--- src/design/dino_pkg.sv ---
package dino_pkg;

	// Widths that carry a meaning
	typedef logic [8:0]  x_coord_t;
	typedef logic [7:0]  y_coord_t;
	typedef logic [15:0] score_t;
	typedef logic [3:0]  digit_t;
	typedef logic [6:0]  seg_t;   // Active low, bit 0 is segment a
	typedef logic [7:0]  byte_t;

	typedef enum logic {
		RUNNING,
		AIRBORNE
	} player_state_t;

	typedef enum logic [1:0] {
		RX_IDLE,
		RX_START,
		RX_DATA,
		RX_STOP
	} rx_state_t;

	// One-cycle command pulses
	typedef struct packed {
		logic jump;
		logic duck;
	} cmd_t;

	typedef struct packed {
		y_coord_t y;       // Top of the player box
		logic     ducking;
	} player_t;

	// Playfield geometry, 320x240 screen
	localparam int SCREEN_W       = 320;
	localparam int GROUND_Y       = 109;
	localparam int PLAYER_X       = 52;
	localparam int PLAYER_HIT_OFS = 6;
	localparam int PLAYER_HIT_W   = 20;
	localparam int STAND_TOP      = 2;
	localparam int STAND_H        = 28;
	localparam int DUCK_TOP       = 16;   // Head drops when ducking
	localparam int DUCK_H         = 16;
	localparam int OBS_Y          = 105;
	localparam int OBS_SIZE       = 16;
	localparam int OBS_STEP       = 4;
	localparam int RESPAWN_SPAN   = 100;

	// Jump physics in pixels per frame tick
	localparam int JUMP_VELOCITY  = 10;
	localparam int GRAVITY        = 1;

	localparam byte_t CMD_JUMP = "J";
	localparam byte_t CMD_DUCK = "D";

endpackage
--- src/design/dino_game_top.sv ---
`timescale 1ns/10ps

module dino_game_top #(
	parameter int CLK_HZ     = 25_000_000,
	parameter int BAUD       = 115_200,
	parameter int FRAME_DIV  = 416_667,   // About 60 frames per second
	parameter int DUCK_TICKS = 30
) (
	input  logic               Clock,
	input  logic               rst_n,
	input  logic               i_uart_rx,
	input  logic               i_key_jump_n,
	input  logic               i_key_duck_n,
	input  logic               i_restart_n,
	output dino_pkg::seg_t     o_hex0,
	output dino_pkg::seg_t     o_hex1,
	output dino_pkg::seg_t     o_hex2,
	output dino_pkg::seg_t     o_hex3,
	output dino_pkg::seg_t     o_hex4,
	output dino_pkg::seg_t     o_hex5,
	output logic               o_crashed,
	output dino_pkg::player_t  o_player,
	output dino_pkg::x_coord_t o_obstacle_x
);

	logic             byte_valid;
	dino_pkg::byte_t  rx_byte;
	dino_pkg::cmd_t   cmd;
	logic             restart;
	logic             frame_tick;
	logic             hold;
	logic             respawn;
	dino_pkg::score_t score;
	dino_pkg::score_t high_score;

	uart_rx #(.CLK_HZ(CLK_HZ), .BAUD(BAUD)) u_uart_rx (
		.Clock(Clock), .rst_n(rst_n), .i_rx(i_uart_rx),
		.o_byte_valid(byte_valid), .o_byte(rx_byte)
	);

	command_input u_command_input (
		.Clock(Clock), .rst_n(rst_n), .i_byte_valid(byte_valid), .i_byte(rx_byte),
		.i_key_jump_n(i_key_jump_n), .i_key_duck_n(i_key_duck_n),
		.i_restart_n(i_restart_n), .o_cmd(cmd), .o_restart(restart)
	);

	player_motion #(.FRAME_DIV(FRAME_DIV), .DUCK_TICKS(DUCK_TICKS)) u_player_motion (
		.Clock(Clock), .rst_n(rst_n), .i_cmd(cmd), .i_hold(hold),
		.o_frame_tick(frame_tick), .o_player(o_player)
	);

	obstacle_motion u_obstacle_motion (
		.Clock(Clock), .rst_n(rst_n), .i_frame_tick(frame_tick),
		.i_respawn(respawn), .i_hold(hold), .o_obstacle_x(o_obstacle_x)
	);

	hit_score u_hit_score (
		.Clock(Clock), .rst_n(rst_n), .i_player(o_player), .i_obstacle_x(o_obstacle_x),
		.i_restart(restart), .o_crashed(o_crashed), .o_hold(hold), .o_respawn(respawn),
		.o_score(score), .o_high_score(high_score)
	);

	score_display u_score_display (
		.i_score(score), .i_high_score(high_score),
		.o_hex0(o_hex0), .o_hex1(o_hex1), .o_hex2(o_hex2),
		.o_hex3(o_hex3), .o_hex4(o_hex4), .o_hex5(o_hex5)
	);

endmodule

--- src/design/score_display.sv ---
`timescale 1ns/10ps

module score_display (
	input  dino_pkg::score_t i_score,
	input  dino_pkg::score_t i_high_score,
	output dino_pkg::seg_t   o_hex0,
	output dino_pkg::seg_t   o_hex1,
	output dino_pkg::seg_t   o_hex2,
	output dino_pkg::seg_t   o_hex3,
	output dino_pkg::seg_t   o_hex4,
	output dino_pkg::seg_t   o_hex5
);

	function automatic dino_pkg::digit_t digit_of(input dino_pkg::score_t value,
		input int unsigned weight);
		return dino_pkg::digit_t'((value / weight) % 10);
	endfunction

	// Active low, segment a in bit 0
	function automatic dino_pkg::seg_t seg_encode(input dino_pkg::digit_t digit);
		case (digit)
			4'd0: return 7'b1000000;
			4'd1: return 7'b1111001;
			4'd2: return 7'b0100100;
			4'd3: return 7'b0110000;
			4'd4: return 7'b0011001;
			4'd5: return 7'b0010010;
			4'd6: return 7'b0000010;
			4'd7: return 7'b1111000;
			4'd8: return 7'b0000000;
			4'd9: return 7'b0010000;
			default: return 7'b1111111;   // Blank
		endcase
	endfunction

	assign o_hex0 = seg_encode(digit_of(i_score, 1));
	assign o_hex1 = seg_encode(digit_of(i_score, 10));
	assign o_hex2 = seg_encode(digit_of(i_score, 100));
	assign o_hex3 = seg_encode(digit_of(i_high_score, 1));
	assign o_hex4 = seg_encode(digit_of(i_high_score, 10));
	assign o_hex5 = seg_encode(digit_of(i_high_score, 100));

endmodule

--- src/design/hit_score.sv ---
`timescale 1ns/10ps

module hit_score (
	input  logic               Clock,
	input  logic               rst_n,
	input  dino_pkg::player_t  i_player,
	input  dino_pkg::x_coord_t i_obstacle_x,
	input  logic               i_restart,
	output logic               o_crashed,
	output logic               o_hold,
	output logic               o_respawn,
	output dino_pkg::score_t   o_score,
	output dino_pkg::score_t   o_high_score
);

	localparam dino_pkg::x_coord_t PLY_LEFT =
		dino_pkg::x_coord_t'(dino_pkg::PLAYER_X + dino_pkg::PLAYER_HIT_OFS);
	localparam dino_pkg::x_coord_t PLY_RIGHT = PLY_LEFT + dino_pkg::x_coord_t'(dino_pkg::PLAYER_HIT_W);
	localparam dino_pkg::y_coord_t OBS_TOP    = dino_pkg::y_coord_t'(dino_pkg::OBS_Y);
	localparam dino_pkg::y_coord_t OBS_BOTTOM =
		dino_pkg::y_coord_t'(dino_pkg::OBS_Y + dino_pkg::OBS_SIZE);
	localparam dino_pkg::x_coord_t PASS_X = dino_pkg::x_coord_t'(dino_pkg::PLAYER_X);

	dino_pkg::y_coord_t top_ofs;
	dino_pkg::y_coord_t height;
	dino_pkg::y_coord_t ply_top;
	dino_pkg::y_coord_t ply_bottom;
	dino_pkg::x_coord_t obs_right;
	logic               overlap;
	logic               overlap_q;
	dino_pkg::x_coord_t prev_x;
	logic               armed;       // Cleared once a pass is counted
	logic               pass;

	// Ducking lowers the head and shortens the box
	assign top_ofs    = dino_pkg::y_coord_t'(i_player.ducking ? dino_pkg::DUCK_TOP : dino_pkg::STAND_TOP);
	assign height     = dino_pkg::y_coord_t'(i_player.ducking ? dino_pkg::DUCK_H : dino_pkg::STAND_H);
	assign ply_top    = i_player.y + top_ofs;
	assign ply_bottom = ply_top + height;
	assign obs_right  = i_obstacle_x + dino_pkg::x_coord_t'(dino_pkg::OBS_SIZE);

	// Closed intervals on both axes
	assign overlap = (PLY_RIGHT >= i_obstacle_x) && (PLY_LEFT <= obs_right) &&
		(ply_bottom >= OBS_TOP) && (ply_top <= OBS_BOTTOM);

	assign pass   = armed && (prev_x > PASS_X) && (i_obstacle_x <= PASS_X);
	assign o_hold = o_crashed | i_restart;

	always_ff @(posedge Clock) begin
		if (!rst_n || i_restart) begin
			o_crashed <= 1'b0;
			o_score   <= '0;
			o_respawn <= 1'b0;
			overlap_q <= 1'b0;
			armed     <= 1'b1;
			prev_x    <= dino_pkg::x_coord_t'(dino_pkg::SCREEN_W - dino_pkg::OBS_SIZE);
		end else begin
			o_respawn <= 1'b0;
			overlap_q <= overlap;
			prev_x    <= i_obstacle_x;
			if (overlap)
				o_crashed <= 1'b1;
			if (!o_crashed) begin
				if (pass) begin
					armed <= 1'b0;
					if (!overlap && !overlap_q) begin   // Clean pass only
						o_score   <= o_score + 1'b1;
						o_respawn <= 1'b1;
					end
				end else if (i_obstacle_x > prev_x) begin
					armed <= 1'b1;   // Respawned or wrapped
				end
			end
		end
	end

	// Survives restart, only power-on reset clears it
	always_ff @(posedge Clock) begin
		if (!rst_n)
			o_high_score <= '0;
		else if (overlap && !o_crashed && !i_restart && (o_score > o_high_score))
			o_high_score <= o_score;
	end

	a_crash_sticky: assert property (@(posedge Clock) disable iff (!rst_n)
		$fell(o_crashed) |-> $past(i_restart));

endmodule

--- src/design/obstacle_motion.sv ---
`timescale 1ns/10ps

module obstacle_motion (
	input  logic               Clock,
	input  logic               rst_n,
	input  logic               i_frame_tick,
	input  logic               i_respawn,
	input  logic               i_hold,
	output dino_pkg::x_coord_t o_obstacle_x
);

	localparam dino_pkg::x_coord_t START_X =
		dino_pkg::x_coord_t'(dino_pkg::SCREEN_W - dino_pkg::OBS_SIZE);
	localparam dino_pkg::x_coord_t WRAP_X = dino_pkg::x_coord_t'(2 * dino_pkg::OBS_STEP);

	logic [15:0]        lfsr;
	logic               feedback;
	dino_pkg::x_coord_t offset;

	// Taps 16, 15, 13, 4
	assign feedback = lfsr[15] ^ lfsr[14] ^ lfsr[12] ^ lfsr[3];
	assign offset   = dino_pkg::x_coord_t'(lfsr % dino_pkg::RESPAWN_SPAN);

	// Free running, even during hold, so each round spawns differently
	always_ff @(posedge Clock) begin
		if (!rst_n)
			lfsr <= 16'hACE1;
		else
			lfsr <= {lfsr[14:0], feedback};
	end

	always_ff @(posedge Clock) begin
		if (!rst_n || i_hold)
			o_obstacle_x <= START_X;
		else if (i_respawn)
			o_obstacle_x <= START_X + offset;   // Up to 403, off screen right
		else if (i_frame_tick) begin
			if (o_obstacle_x <= WRAP_X)
				o_obstacle_x <= START_X;
			else
				o_obstacle_x <= o_obstacle_x - dino_pkg::x_coord_t'(dino_pkg::OBS_STEP);
		end
	end

endmodule

--- src/design/player_motion.sv ---
`timescale 1ns/10ps

module player_motion #(
	parameter int FRAME_DIV  = 64,
	parameter int DUCK_TICKS = 30
) (
	input  logic              Clock,
	input  logic              rst_n,
	input  dino_pkg::cmd_t    i_cmd,
	input  logic              i_hold,
	output logic              o_frame_tick,
	output dino_pkg::player_t o_player
);

	localparam int FRAME_W = (FRAME_DIV > 1) ? $clog2(FRAME_DIV) : 1;
	localparam int DUCK_W  = $clog2(DUCK_TICKS + 1);

	logic [FRAME_W-1:0]      frame_cnt;
	dino_pkg::player_state_t state;
	logic signed [5:0]       velocity;   // Positive is upward
	dino_pkg::y_coord_t      y_q;
	logic signed [9:0]       y_next;
	logic [DUCK_W-1:0]       duck_cnt;
	logic                    ducking;

	always_ff @(posedge Clock) begin
		if (!rst_n || i_hold) begin
			frame_cnt    <= '0;
			o_frame_tick <= 1'b0;
		end else if (frame_cnt == FRAME_W'(FRAME_DIV - 1)) begin
			frame_cnt    <= '0;
			o_frame_tick <= 1'b1;
		end else begin
			frame_cnt    <= frame_cnt + 1'b1;
			o_frame_tick <= 1'b0;
		end
	end

	// Screen y grows downward
	assign y_next  = $signed({2'b00, y_q}) - velocity;
	assign ducking = (duck_cnt != '0);

	always_ff @(posedge Clock) begin
		if (!rst_n || i_hold) begin
			state    <= dino_pkg::RUNNING;
			y_q      <= dino_pkg::y_coord_t'(dino_pkg::GROUND_Y);
			velocity <= '0;
		end else begin
			case (state)
				dino_pkg::RUNNING: if (i_cmd.jump && !ducking) begin
					state    <= dino_pkg::AIRBORNE;
					velocity <= 6'(dino_pkg::JUMP_VELOCITY);
				end
				dino_pkg::AIRBORNE: if (o_frame_tick) begin
					if (y_next >= dino_pkg::GROUND_Y) begin
						y_q      <= dino_pkg::y_coord_t'(dino_pkg::GROUND_Y);   // Landed
						velocity <= '0;
						state    <= dino_pkg::RUNNING;
					end else begin
						y_q      <= y_next[7:0];
						velocity <= velocity - 6'(dino_pkg::GRAVITY);
					end
				end
				default: state <= dino_pkg::RUNNING;
			endcase
		end
	end

	// Duck only from the ground, counted in frame ticks
	always_ff @(posedge Clock) begin
		if (!rst_n || i_hold)
			duck_cnt <= '0;
		else if (i_cmd.duck && (state == dino_pkg::RUNNING) && !ducking)
			duck_cnt <= DUCK_W'(DUCK_TICKS);
		else if (o_frame_tick && ducking)
			duck_cnt <= duck_cnt - 1'b1;
	end

	assign o_player = '{y: y_q, ducking: ducking};

	a_above_ground: assert property (@(posedge Clock) disable iff (!rst_n)
		o_player.y <= dino_pkg::y_coord_t'(dino_pkg::GROUND_Y));

endmodule

--- src/design/command_input.sv ---
`timescale 1ns/10ps

module command_input (
	input  logic            Clock,
	input  logic            rst_n,
	input  logic            i_byte_valid,
	input  dino_pkg::byte_t i_byte,
	input  logic            i_key_jump_n,
	input  logic            i_key_duck_n,
	input  logic            i_restart_n,
	output dino_pkg::cmd_t  o_cmd,
	output logic            o_restart
);

	logic [2:0] key_meta;   // {restart, duck, jump}, high while pressed
	logic [2:0] key_sync;
	logic [1:0] key_prev;
	logic [1:0] key_rise;

	always_ff @(posedge Clock) begin
		if (!rst_n) begin
			key_meta <= '0;
			key_sync <= '0;
			key_prev <= '0;
		end else begin
			key_meta <= ~{i_restart_n, i_key_duck_n, i_key_jump_n};
			key_sync <= key_meta;
			key_prev <= key_sync[1:0];
		end
	end

	assign key_rise  = key_sync[1:0] & ~key_prev;
	assign o_restart = key_sync[2];

	// Keys and UART letters merge into one pulse per command
	always_ff @(posedge Clock) begin
		if (!rst_n) begin
			o_cmd <= '0;
		end else begin
			o_cmd.jump <= key_rise[0] | (i_byte_valid && (i_byte == dino_pkg::CMD_JUMP));
			o_cmd.duck <= key_rise[1] | (i_byte_valid && (i_byte == dino_pkg::CMD_DUCK));
		end
	end

endmodule

--- src/design/uart_rx.sv ---
`timescale 1ns/10ps

module uart_rx #(
	parameter int CLK_HZ = 25_000_000,
	parameter int BAUD   = 115_200
) (
	input  logic            Clock,
	input  logic            rst_n,
	input  logic            i_rx,
	output logic            o_byte_valid,
	output dino_pkg::byte_t o_byte
);

	localparam int DIV   = CLK_HZ / (BAUD * 16);
	localparam int CNT_W = (DIV > 1) ? $clog2(DIV) : 1;

	logic [CNT_W-1:0]    div_cnt;
	logic                os_tick;    // 16 ticks per bit
	logic                rx_meta;
	logic                rx_sync;
	dino_pkg::rx_state_t state;
	logic [3:0]          os_cnt;
	logic [2:0]          bit_idx;
	dino_pkg::byte_t     shift;
	logic                sample_bit;
	logic                byte_done;

	always_ff @(posedge Clock) begin
		if (!rst_n) begin
			div_cnt <= '0;
			os_tick <= 1'b0;
		end else if (div_cnt == CNT_W'(DIV - 1)) begin
			div_cnt <= '0;
			os_tick <= 1'b1;
		end else begin
			div_cnt <= div_cnt + 1'b1;
			os_tick <= 1'b0;
		end
	end

	// Line idles high
	always_ff @(posedge Clock) begin
		if (!rst_n) begin
			rx_meta <= 1'b1;
			rx_sync <= 1'b1;
		end else begin
			rx_meta <= i_rx;
			rx_sync <= rx_meta;
		end
	end

	assign sample_bit = os_tick && (state == dino_pkg::RX_DATA) && (os_cnt == 4'd0);
	assign byte_done  = os_tick && (state == dino_pkg::RX_STOP) && (os_cnt == 4'd0);

	always_ff @(posedge Clock) begin
		if (!rst_n) begin
			state        <= dino_pkg::RX_IDLE;
			os_cnt       <= 4'd0;
			bit_idx      <= 3'd0;
			o_byte_valid <= 1'b0;
		end else begin
			o_byte_valid <= byte_done;
			if (os_tick) begin
				case (state)
					dino_pkg::RX_IDLE: if (!rx_sync) begin
						state  <= dino_pkg::RX_START;
						os_cnt <= 4'd7;       // Half a bit to the start bit middle
					end
					dino_pkg::RX_START: if (os_cnt == 4'd0) begin
						// Glitch shorter than half a bit goes back to idle
						state   <= rx_sync ? dino_pkg::RX_IDLE : dino_pkg::RX_DATA;
						os_cnt  <= 4'd15;
						bit_idx <= 3'd0;
					end else begin
						os_cnt <= os_cnt - 1'b1;
					end
					dino_pkg::RX_DATA: if (os_cnt == 4'd0) begin
						os_cnt  <= 4'd15;
						bit_idx <= bit_idx + 1'b1;
						if (bit_idx == 3'd7)
							state <= dino_pkg::RX_STOP;
					end else begin
						os_cnt <= os_cnt - 1'b1;
					end
					dino_pkg::RX_STOP: if (os_cnt == 4'd0)
						state <= dino_pkg::RX_IDLE;
					else
						os_cnt <= os_cnt - 1'b1;
					default: state <= dino_pkg::RX_IDLE;
				endcase
			end
		end
	end

	// LSB first, so shift in from the top
	always_ff @(posedge Clock) begin
		if (sample_bit)
			shift <= {rx_sync, shift[7:1]};
		if (byte_done)
			o_byte <= shift;
	end

	a_valid_single: assert property (@(posedge Clock) disable iff (!rst_n)
		o_byte_valid |=> !o_byte_valid);

endmodule

--- config.mk ---
export PLATFORM = sky130hd
export DESIGN_NAME = dino_game_top
export DESIGN_NICKNAME = d
export VERILOG_FILES = /design/src/design/dino_pkg.sv /design/src/design/dino_game_top.sv /design/src/design/score_display.sv /design/src/design/hit_score.sv /design/src/design/obstacle_motion.sv /design/src/design/player_motion.sv /design/src/design/command_input.sv /design/src/design/uart_rx.sv
export SDC_FILE = /design/constraint.sdc
export NUM_CORES = 1
export LEC_CHECK = 0
export ABC_AREA = 1
export BUFFER_PORTS_ARGS = -buffer_cell sky130_fd_sc_hd__buf_4
export CAP_MARGIN = 25
export CORE_MARGIN = 5
export CORE_UTILIZATION = 25
export DETAILED_ROUTE_END_ITERATION = 8
export HOLD_SLACK_MARGIN = 0.08
export PLACE_DENSITY = 0.41
export SYNTH_ARGS = -nofsm -noshare
export SYNTH_HDL_FRONTEND = slang
export SYNTH_SLANG_ARGS = --single-unit
--- constraint.sdc ---
create_clock -name Clock -period 26.1 [get_ports Clock]
set_clock_uncertainty 0.05 [all_clocks]
set_input_delay 3.915 -clock Clock [delete_from_list [all_inputs] [get_ports Clock]]
set_output_delay 3.915 -clock Clock [all_outputs]
set_load 0.02 [all_outputs]
==> metrics.md, run 1 <==
| Metric | Value |
|---|---|
| Uppermost routed layer | `met4` |
| Initial antenna violation count | `0` |
| First-pass GRT wire length | `119000 um` |
| Synth Flop Type | `dfxtp_1` |
| Main combinational cell family by area after synthesis | `simple AND/OR/NAND/NOR gates` |
| Status | `completed` |
| Routability cong. | `approximately 0.8` |
| Core ar. | `between 100000 and 150000 sq um` |
| DR vias | `around 25000` |
| # fillers | `about 12000` |
| Max Cap Viol | `0` |
| Final hold viol count | `0` |
| Met2 Wirelength | `32000 um` |
| Post-CTS setup buffers | `0` |
| Largest net degree at the start of global routing | `40` |
| Slew Limit Fails | `0` |
| Worst EP required | `approximately 22 ns` |
| Setup TNS | `0 ns` |
| Routed len/inst | `~12 um` |
| DR vias/cell | `between 4 and 5` |
| Crit share post-route | `69.7%` |
| Total track usage | `12.9%` |
| Placed instance area | `27300 sq um` |
| Leading area contributor after synthesis | `nand2_1` |
| Vias in the first global route | `about 24000` |
| Final setup fails | `0` |
| Seq/Total Area, Yosys | `roughly an eighth` |
| Gate Count Post-Synth | `around 4400` |
| M1 WL | `around 37000 um` |
| Fmax | `about 0.055 GHz` |
| Total grt overflow | `0` |
| Starting DRC count in detailed routing | `around 1300` |
| Die Span X | `about 330 um` |
| Post-Synth Simple-Gate Area | `about half` |
| Critical-path maximum fanout | `39` |
| # DRC | `0` |
| Design Area, Final | `roughly 28000 sq um` |
| HPWL after detailed placement | `58900 um` |
| Ant diodes | `0` |
| Largest stage delay, worst path | `between 0.7 and 0.8 ns` |
| Share of cells above drive strength 1 | `12.9%` |
| Layout area overhead | `9.00%` |
| Clock buffer depth | `2` |
| Synth Area per Inst | `just under 6 sq um` |
| Adder-cell share of the synthesized area | `under 10%` |
| Clock-pin slew on the worst setup and hold paths | `around 0.060 ns` |
| Initial core utilization | `around 25%` |
| Synth Area in Compound Gates | `between 10% and 20%` |
| CP Data Arrival Time | `~14 ns` |
| Worst skew pair latency | `~0.47 ns` |
| H-tree depth | `4` |
| Row Count | `117` |
| CP Launch Type | `flop` |
| Synth Area in XOR/XNOR | `between 6 and 7%` |
| Cell Area, Synth | `approximately 26000 sq um` |
| Unrepaired setup endpoints after global routing | `no` |
| PostCTS Resize Cnt | `0` |
| Post-synthesis mux area share | `0%` |
| Synth top area share | `17.9%` |
| Tightest Hold Check Type | `reg2reg` |
| Slowest CP cell | `nor3_4` |
| Tightest Pin Transition | `between 0.9 and 1 ns` |
| Final setup margin | `around 7.9 ns` |
| Total CTS buffers | `17` |
| Die Span Y | `330 um` |
| Minimum clock period | `between 15 and 20 ns` |
| Nets | `about 4500` |
| Final WL | `71200 um` |
| PortBufs | `between 60 and 70` |
| Slew HR | `between 30% and 40%` |
| DR pass1 iterations | `7` |
| Async SR Flop Fraction | `0%` |
| LEAKAGE | `approximately 16 nW` |
| Most common cell in the netlist | `nand2_1` |
| Full die area | `109000 sq um` |
| Post-synthesis register bit count | `approximately 150` |
| Most frequent cells after synthesis | `1217 x nand2_1, 629 x inv_1, 466 x nor2_1` |
| Ports | `between 60 and 70` |
| Setup Slack @ Placement | `8.09 ns` |
| Root Driver | `clkbuf_16` |
| Area contributors post-synth | `nand2_1 18%, dfxtp_1 11%, inv_1 9.2%` |
| Distinct cells, synth | `just over 80` |
| CP endpoint kind | `output pin` |
| Met3 wire len | `1420 um` |
| Maximum vdd drop | `about 59 uV` |
| Pwr dens | `~31 nW/um^2` |
| Synthesized Nets | `~4500` |
| Synth warn | `0` |
| CTS Sinks | `around 150` |
| # hold bufs at CTS | `0` |
| Post-synth EDFFs | `16` |
| Most frequent CP cell | `nand2_1` |
| Kind of critical path | `reg2out` |
| CTS tree | `yes` |
| ANT nets after route | `0` |
-- cell usage in the layout, fill, tap and decap left out, types with 44 or more instances in the layout --
| cell | count |
|---|---|
| nand2_1 | 1217 |
| inv_1 | 629 |
| nor2_1 | 466 |
| nand3_1 | 379 |
| o21ai_0 | 162 |
| xor2_1 | 144 |
| dfxtp_1 | 137 |
| a21oi_1 | 125 |
| nand4_1 | 120 |
| ha_1 | 117 |
| nand2_2 | 113 |
| buf_4 | 83 |
| inv_2 | 57 |
| nor3_1 | 54 |
| nand2_4 | 53 |
| nand3_2 | 47 |
| nor2_2 | 44 |
-- through the flow --
step / utilization (%) / total power, mW / hold slack, ns / cells
global route: 27.4 / 0.940 / 0.381 / 5772
global placement: 26.8 / 0.609 / 0.351 / 5740
finish: 27.4 / 0.855 / 0.365 / 5772
CTS: 27.4 / 0.872 / 0.372 / 5772
floorplan: - / 0.540 / 0.340 / 4358
detailed placement: 26.8 / 0.612 / 0.356 / 5741
-- layout make-up --
class | count | area, sq um | area share (%)
clock buffer | 18 | 429 | 1.54
tap | 1368 | 1710 | 6.15
clock inverter | 13 | 145 | 0.521
multi-input combinational | 3414 | 19000 | 68.1
sequential | 153 | 3220 | 11.6
inverter | 722 | 2730 | 9.82
timing repair buffer | 84 | 628 | 2.26
-- cell families after synthesis --
group                      count (synthesis)
AOI/OAI and AO/OA                        464
xor gates and xnor gates                 186
adders and majority gates                119
buffers and inverters                    791
DFF                                      153
and+or+nand+nor                         2645
-- flip-flops by register name, indices dropped and copies added (netlist names), 8 cells and up, named ones only --
register,cells
u_player_motion.frame_cnt,19
u_hit_score.o_high_score,16
u_hit_score.o_score,16
u_obstacle_motion.lfsr,16
u_hit_score.prev_x,9
u_obstacle_motion.o_obstacle_x,9
u_player_motion.y_q,8
u_uart_rx.o_byte,8
u_uart_rx.shift,8
-- power breakdown --
part           switching, mW  internal, mW  leakage, nW
clock network          0.110         0.141        0.285
logic                  0.242         0.118         14.2
registers            0.00296         0.240         1.26
-- worst max-delay path: cells and delay by family (launching register included) --
kind | cells | cell delay [ns]
AND/OR/NAND/NOR | 63 | 11.35
buffers and inverters | 6 | 1.22
adder cells (fa/ha/maj) | 2 | 0.49
flip-flops | 1 | 0.37
AO/OA/AOI/OAI | 1 | 0.27
-- final timing paths --
path | end | cells after the start | slack [ns] | startpoint
worst min register to register | u_uart_rx.rx_sync | 1 | 0.37 | u_uart_rx.rx_meta
worst min-delay path | u_uart_rx.rx_sync | 1 | 0.37 | u_uart_rx.rx_meta
worst max-delay path | o_hex1[3] | 72 | 7.90 | u_hit_score.o_score[13]
worst max register to register | u_obstacle_motion.o_obstacle_x[8] | 71 | 16.16 | u_obstacle_motion.lfsr[12]
-- routing by layer --
layer  global-route usage [%]  vias up
li1                         -    14051
met1                     18.2    11212
met2                     21.6      169
met3                     1.54       37
met4                     1.97        0
met5                        0        -
No activity file was read; power rests on OpenSTA's default activity.
==> run 2, diff against run 1 <==
PLACE_DENSITY = 0.42   (was 0.41)
clock period = 14.75 ns   (was 26.1 ns; I/O delays follow)
==> run 2 against run 1 <==
  * Sequential power increased by 77%
  * Clock-buffer cell count unchanged
  * Die area unchanged
  * Sequential share of layout area decreased by 0.29 points
  * Clock power increased by 77%
  * Sequential cell count unchanged
  * Cell count increased by 0.85%
  * Critical endpoint is now o_hex4[3]
  * Non-clock buffer count increased by 43
  * Final area increased by 2.8%
  * Global-route usage about the same
  * Largest cell class unchanged
  * Critical path type unchanged
  * Via count increased by 1.7%
==> metrics.md, run 2 (synthesis results as in run 1) <==
| Metric | Value |
|---|---|
| PortBufs | `66 (unchanged)` |
| Total CTS buffers | `17 (unchanged)` |
| Slew HR | `37.9% (was 34.1%)` |
| Total grt overflow | `0 (unchanged)` |
| Fmax | `0.0732 GHz` |
| HPWL after detailed placement | `58800 um (was 58900 um)` |
| Slew Limit Fails | `0 (unchanged)` |
| Full die area | `109000 sq um (unchanged)` |
| Ports | `67 (unchanged)` |
| Pint | `0.859 mW (was 0.500 mW)` |
| Final setup margin | `1.10 ns (was 7.90 ns)` |
| Final setup fails | `0 (unchanged)` |
| Critical-path maximum fanout | `17 (was 39)` |
| Routability cong. | `0.794 (was 0.808)` |
| Maximum vdd drop | `82.3 uV (was 59.3 uV)` |
| DR vias/cell | `4.45 (was 4.41)` |
| Max Cap Viol | `0 (unchanged)` |
| Ant diodes | `0 (unchanged)` |
| Layout area overhead | `12.1% (was 9.00%)` |
| Minimum clock period | `13.65 ns` |
| Initial antenna violation count | `0 (unchanged)` |
| Tightest Pin Transition | `0.930 ns (was 0.988 ns)` |
| Design Area, Final | `28600 sq um (was 27800 sq um)` |
| Tightest Hold Check Type | `reg2reg (unchanged)` |
| Reg2reg end | `u_obstacle_motion.o_obstacle_x[8] (unchanged)` |
| Critical R2R Launch | `u_obstacle_motion.lfsr[12] (unchanged)` |
| Largest register FFs | `19 (unchanged)` |
| Placed instance area | `27300 sq um (about the same)` |
| Core ar. | `102000 sq um (unchanged)` |
| Initial core utilization | `25.1% (unchanged)` |
| Slowest CP cell | `dfxtp_1 (was nor3_4)` |
| R2R setup slack | `4.92 ns (was 16.16 ns)` |
| Clock buffer depth | `2 (unchanged)` |
| R2R depth | `73 (was 71)` |
| Vias in the first global route | `24340 (was 23897)` |
| Comb pwr share | `42.0% (was 42.1%)` |
| Root Driver | `clkbuf_16 (unchanged)` |
| Setup Slack @ Placement | `0.325 ns (was 8.09 ns)` |
| Cells on Worst Hold Path | `2 (was 1)` |
| Most frequent CP cell | `nand2_1 (unchanged)` |
| DR pass1 iterations | `5 (was 7)` |
| Clock-pin slew on the worst setup and hold paths | `0.07 ns (was 0.06 ns)` |
| Largest stage delay, worst path | `0.41 ns (was 0.75 ns)` |
| P_sw | `0.649 mW (was 0.355 mW)` |
| Pwr dens | `52.7 nW/um^2 (was 30.7 nW/um^2)` |
| LEAKAGE | `16.2 nW (was 15.8 nW)` |
| Final hold viol count | `0 (unchanged)` |
| DR vias | `25911 (was 25469)` |
| Share of cells above drive strength 1 | `14.8% (was 12.9%)` |
| Largest net degree at the start of global routing | `33 (was 40)` |
| # hold bufs at CTS | `0 (unchanged)` |
| HP Start | `u_command_input.key_meta[2] (was u_uart_rx.rx_meta)` |
| Most frequent cells in the layout | `1211 x nand2_1, 628 x inv_1, 457 x nor2_1, 374 x nand3_1, 157 x o21ai_0 (was 1217 x nand2_1, 629 x inv_1, 466 x nor2_1, 379 x nand3_1, 162 x o21ai_0)` |
| First-pass GRT wire length | `121000 um (was 119000 um)` |
| Starting DRC count in detailed routing | `1117 (was 1293)` |
| Status | `completed (unchanged)` |
| CTS Sinks | `153 (unchanged)` |
| CP Launch Type | `flop (unchanged)` |
| Unrepaired setup endpoints after global routing | `yes (was no)` |
| Die Span Y | `330 um (unchanged)` |
| Final WL | `71700 um (was 71200 um)` |
| Largest reg by FF count | `u_player_motion.frame_cnt (unchanged)` |
| Die Span X | `330 um (unchanged)` |
| CP endpoint kind | `output pin (unchanged)` |
| Row Count | `117 (unchanged)` |
| Total track usage | `13.0% (was 12.9%)` |
| Routed len/inst | `12.3 um (about the same)` |
| Fin Hold WS | `0.363 ns (was 0.365 ns)` |
| ANT nets after route | `0 (unchanged)` |
| Worst EP required | `12.49 ns (was 22.14 ns)` |
| Nets | `4565 (was 4517)` |
| # DRC | `0 (unchanged)` |
| Crit share post-route | `92.6%` |
| Worst skew pair latency | `0.47 ns (about the same)` |
| Clock power frac | `29.5% (was 29.4%)` |
| Most common cell after layout, fill and taps aside | `nand2_1 (unchanged)` |
| H-tree depth | `4 (unchanged)` |
| Switching Share | `43.0% (was 41.5%)` |
| Power share of the sequential group | `28.5% (about the same)` |
| WHS Endpoint | `u_command_input.key_sync[2] (was u_uart_rx.rx_sync)` |
| CP Data Arrival Time | `11.39 ns (was 14.24 ns)` |
| CTS tree | `yes (unchanged)` |
| Kind of critical path | `reg2out (unchanged)` |
[run 2: cell count changes in the layout (fill, tap and decap cells not counted), sizes merged]
cell	previous run	this run
buf	84	127
nand4	140	144
bufinv	2	0
clkinv	36	38
clkinvlp	2	4
inv	695	694
nand3	446	447
[run 2: stage by stage]
stage | TNS (ns) | utilization [%] | instances | power [mW]
global placement | 0 | 26.9 | 5748 | 1.08
CTS | 0 | 27.5 | 5783 | 1.54
detailed placement | 0 | 26.9 | 5749 | 1.08
floorplan | 0 | - | 4358 | 0.955
global route | -0.354 | 28.2 | 5821 | 1.66
finish | 0 | 28.2 | 5821 | 1.51
[run 2: how the worst max path moves through the flow]
stage	start	end	cells after the start
after global placement	u_hit_score.o_high_score[14]	o_hex4[3]	78
after CTS	u_hit_score.o_high_score[14]	o_hex4[3]	78
after floorplan	u_hit_score.o_high_score[14]	o_hex4[3]	66
final	u_hit_score.o_high_score[13]	o_hex4[3]	81
after global routing	u_hit_score.o_high_score[13]	o_hex4[3]	83
after detailed placement	u_hit_score.o_score[14]	o_hex1[3]	72
[run 2: what timing repair did]
action	in CTS	in global routing
pin swaps	1	9
buffers inserted	2	33
gates cloned	0	5
resized for setup	2	72
endpoints found under the setup margin	12	42
hold endpoints to repair	0	0
[run 2: layout make-up]
type / count / area (sq um)
well taps: 1368 / 1710
multi-input cells: 3419 / 19400
inverters: 722 / 2740
clock buffers: 18 / 429
clock inverters: 14 / 160
flip-flops and latches: 153 / 3230
fillers: 11585 / 73000
repair buffers: 127 / 992
[run 2: routing by layer]
layer / routed length (um) / vias up / global-route usage, %
li1: - / 14163 / -
met1: 37200 / 11512 / 18.3
met2: 32200 / 190 / 21.6
met3: 1180 / 46 / 1.31
met4: 1090 / 0 / 2.61
met5: 0 / - / 0
[run 2: worst max-delay path, delay by kind of cell (launching register included)]
kind	cells	cell delay (ns)
simple gates	63	8.18
compound gates	3	0.45
flops	1	0.41
buf+inv	13	1.44
fa+ha+maj	2	0.37
[run 2: power by group through the flow]
| stage | clock [mW] | combinational (mW) | sequential (mW) |
|---|---|---|---|
| after global routing | 0.479 | 0.750 | 0.431 |
| after global placement | 0 | 0.644 | 0.440 |
| final | 0.445 | 0.633 | 0.430 |
| after CTS | 0.464 | 0.643 | 0.430 |
| after floorplan | 0 | 0.516 | 0.439 |
| after detailed placement | 0 | 0.638 | 0.440 |
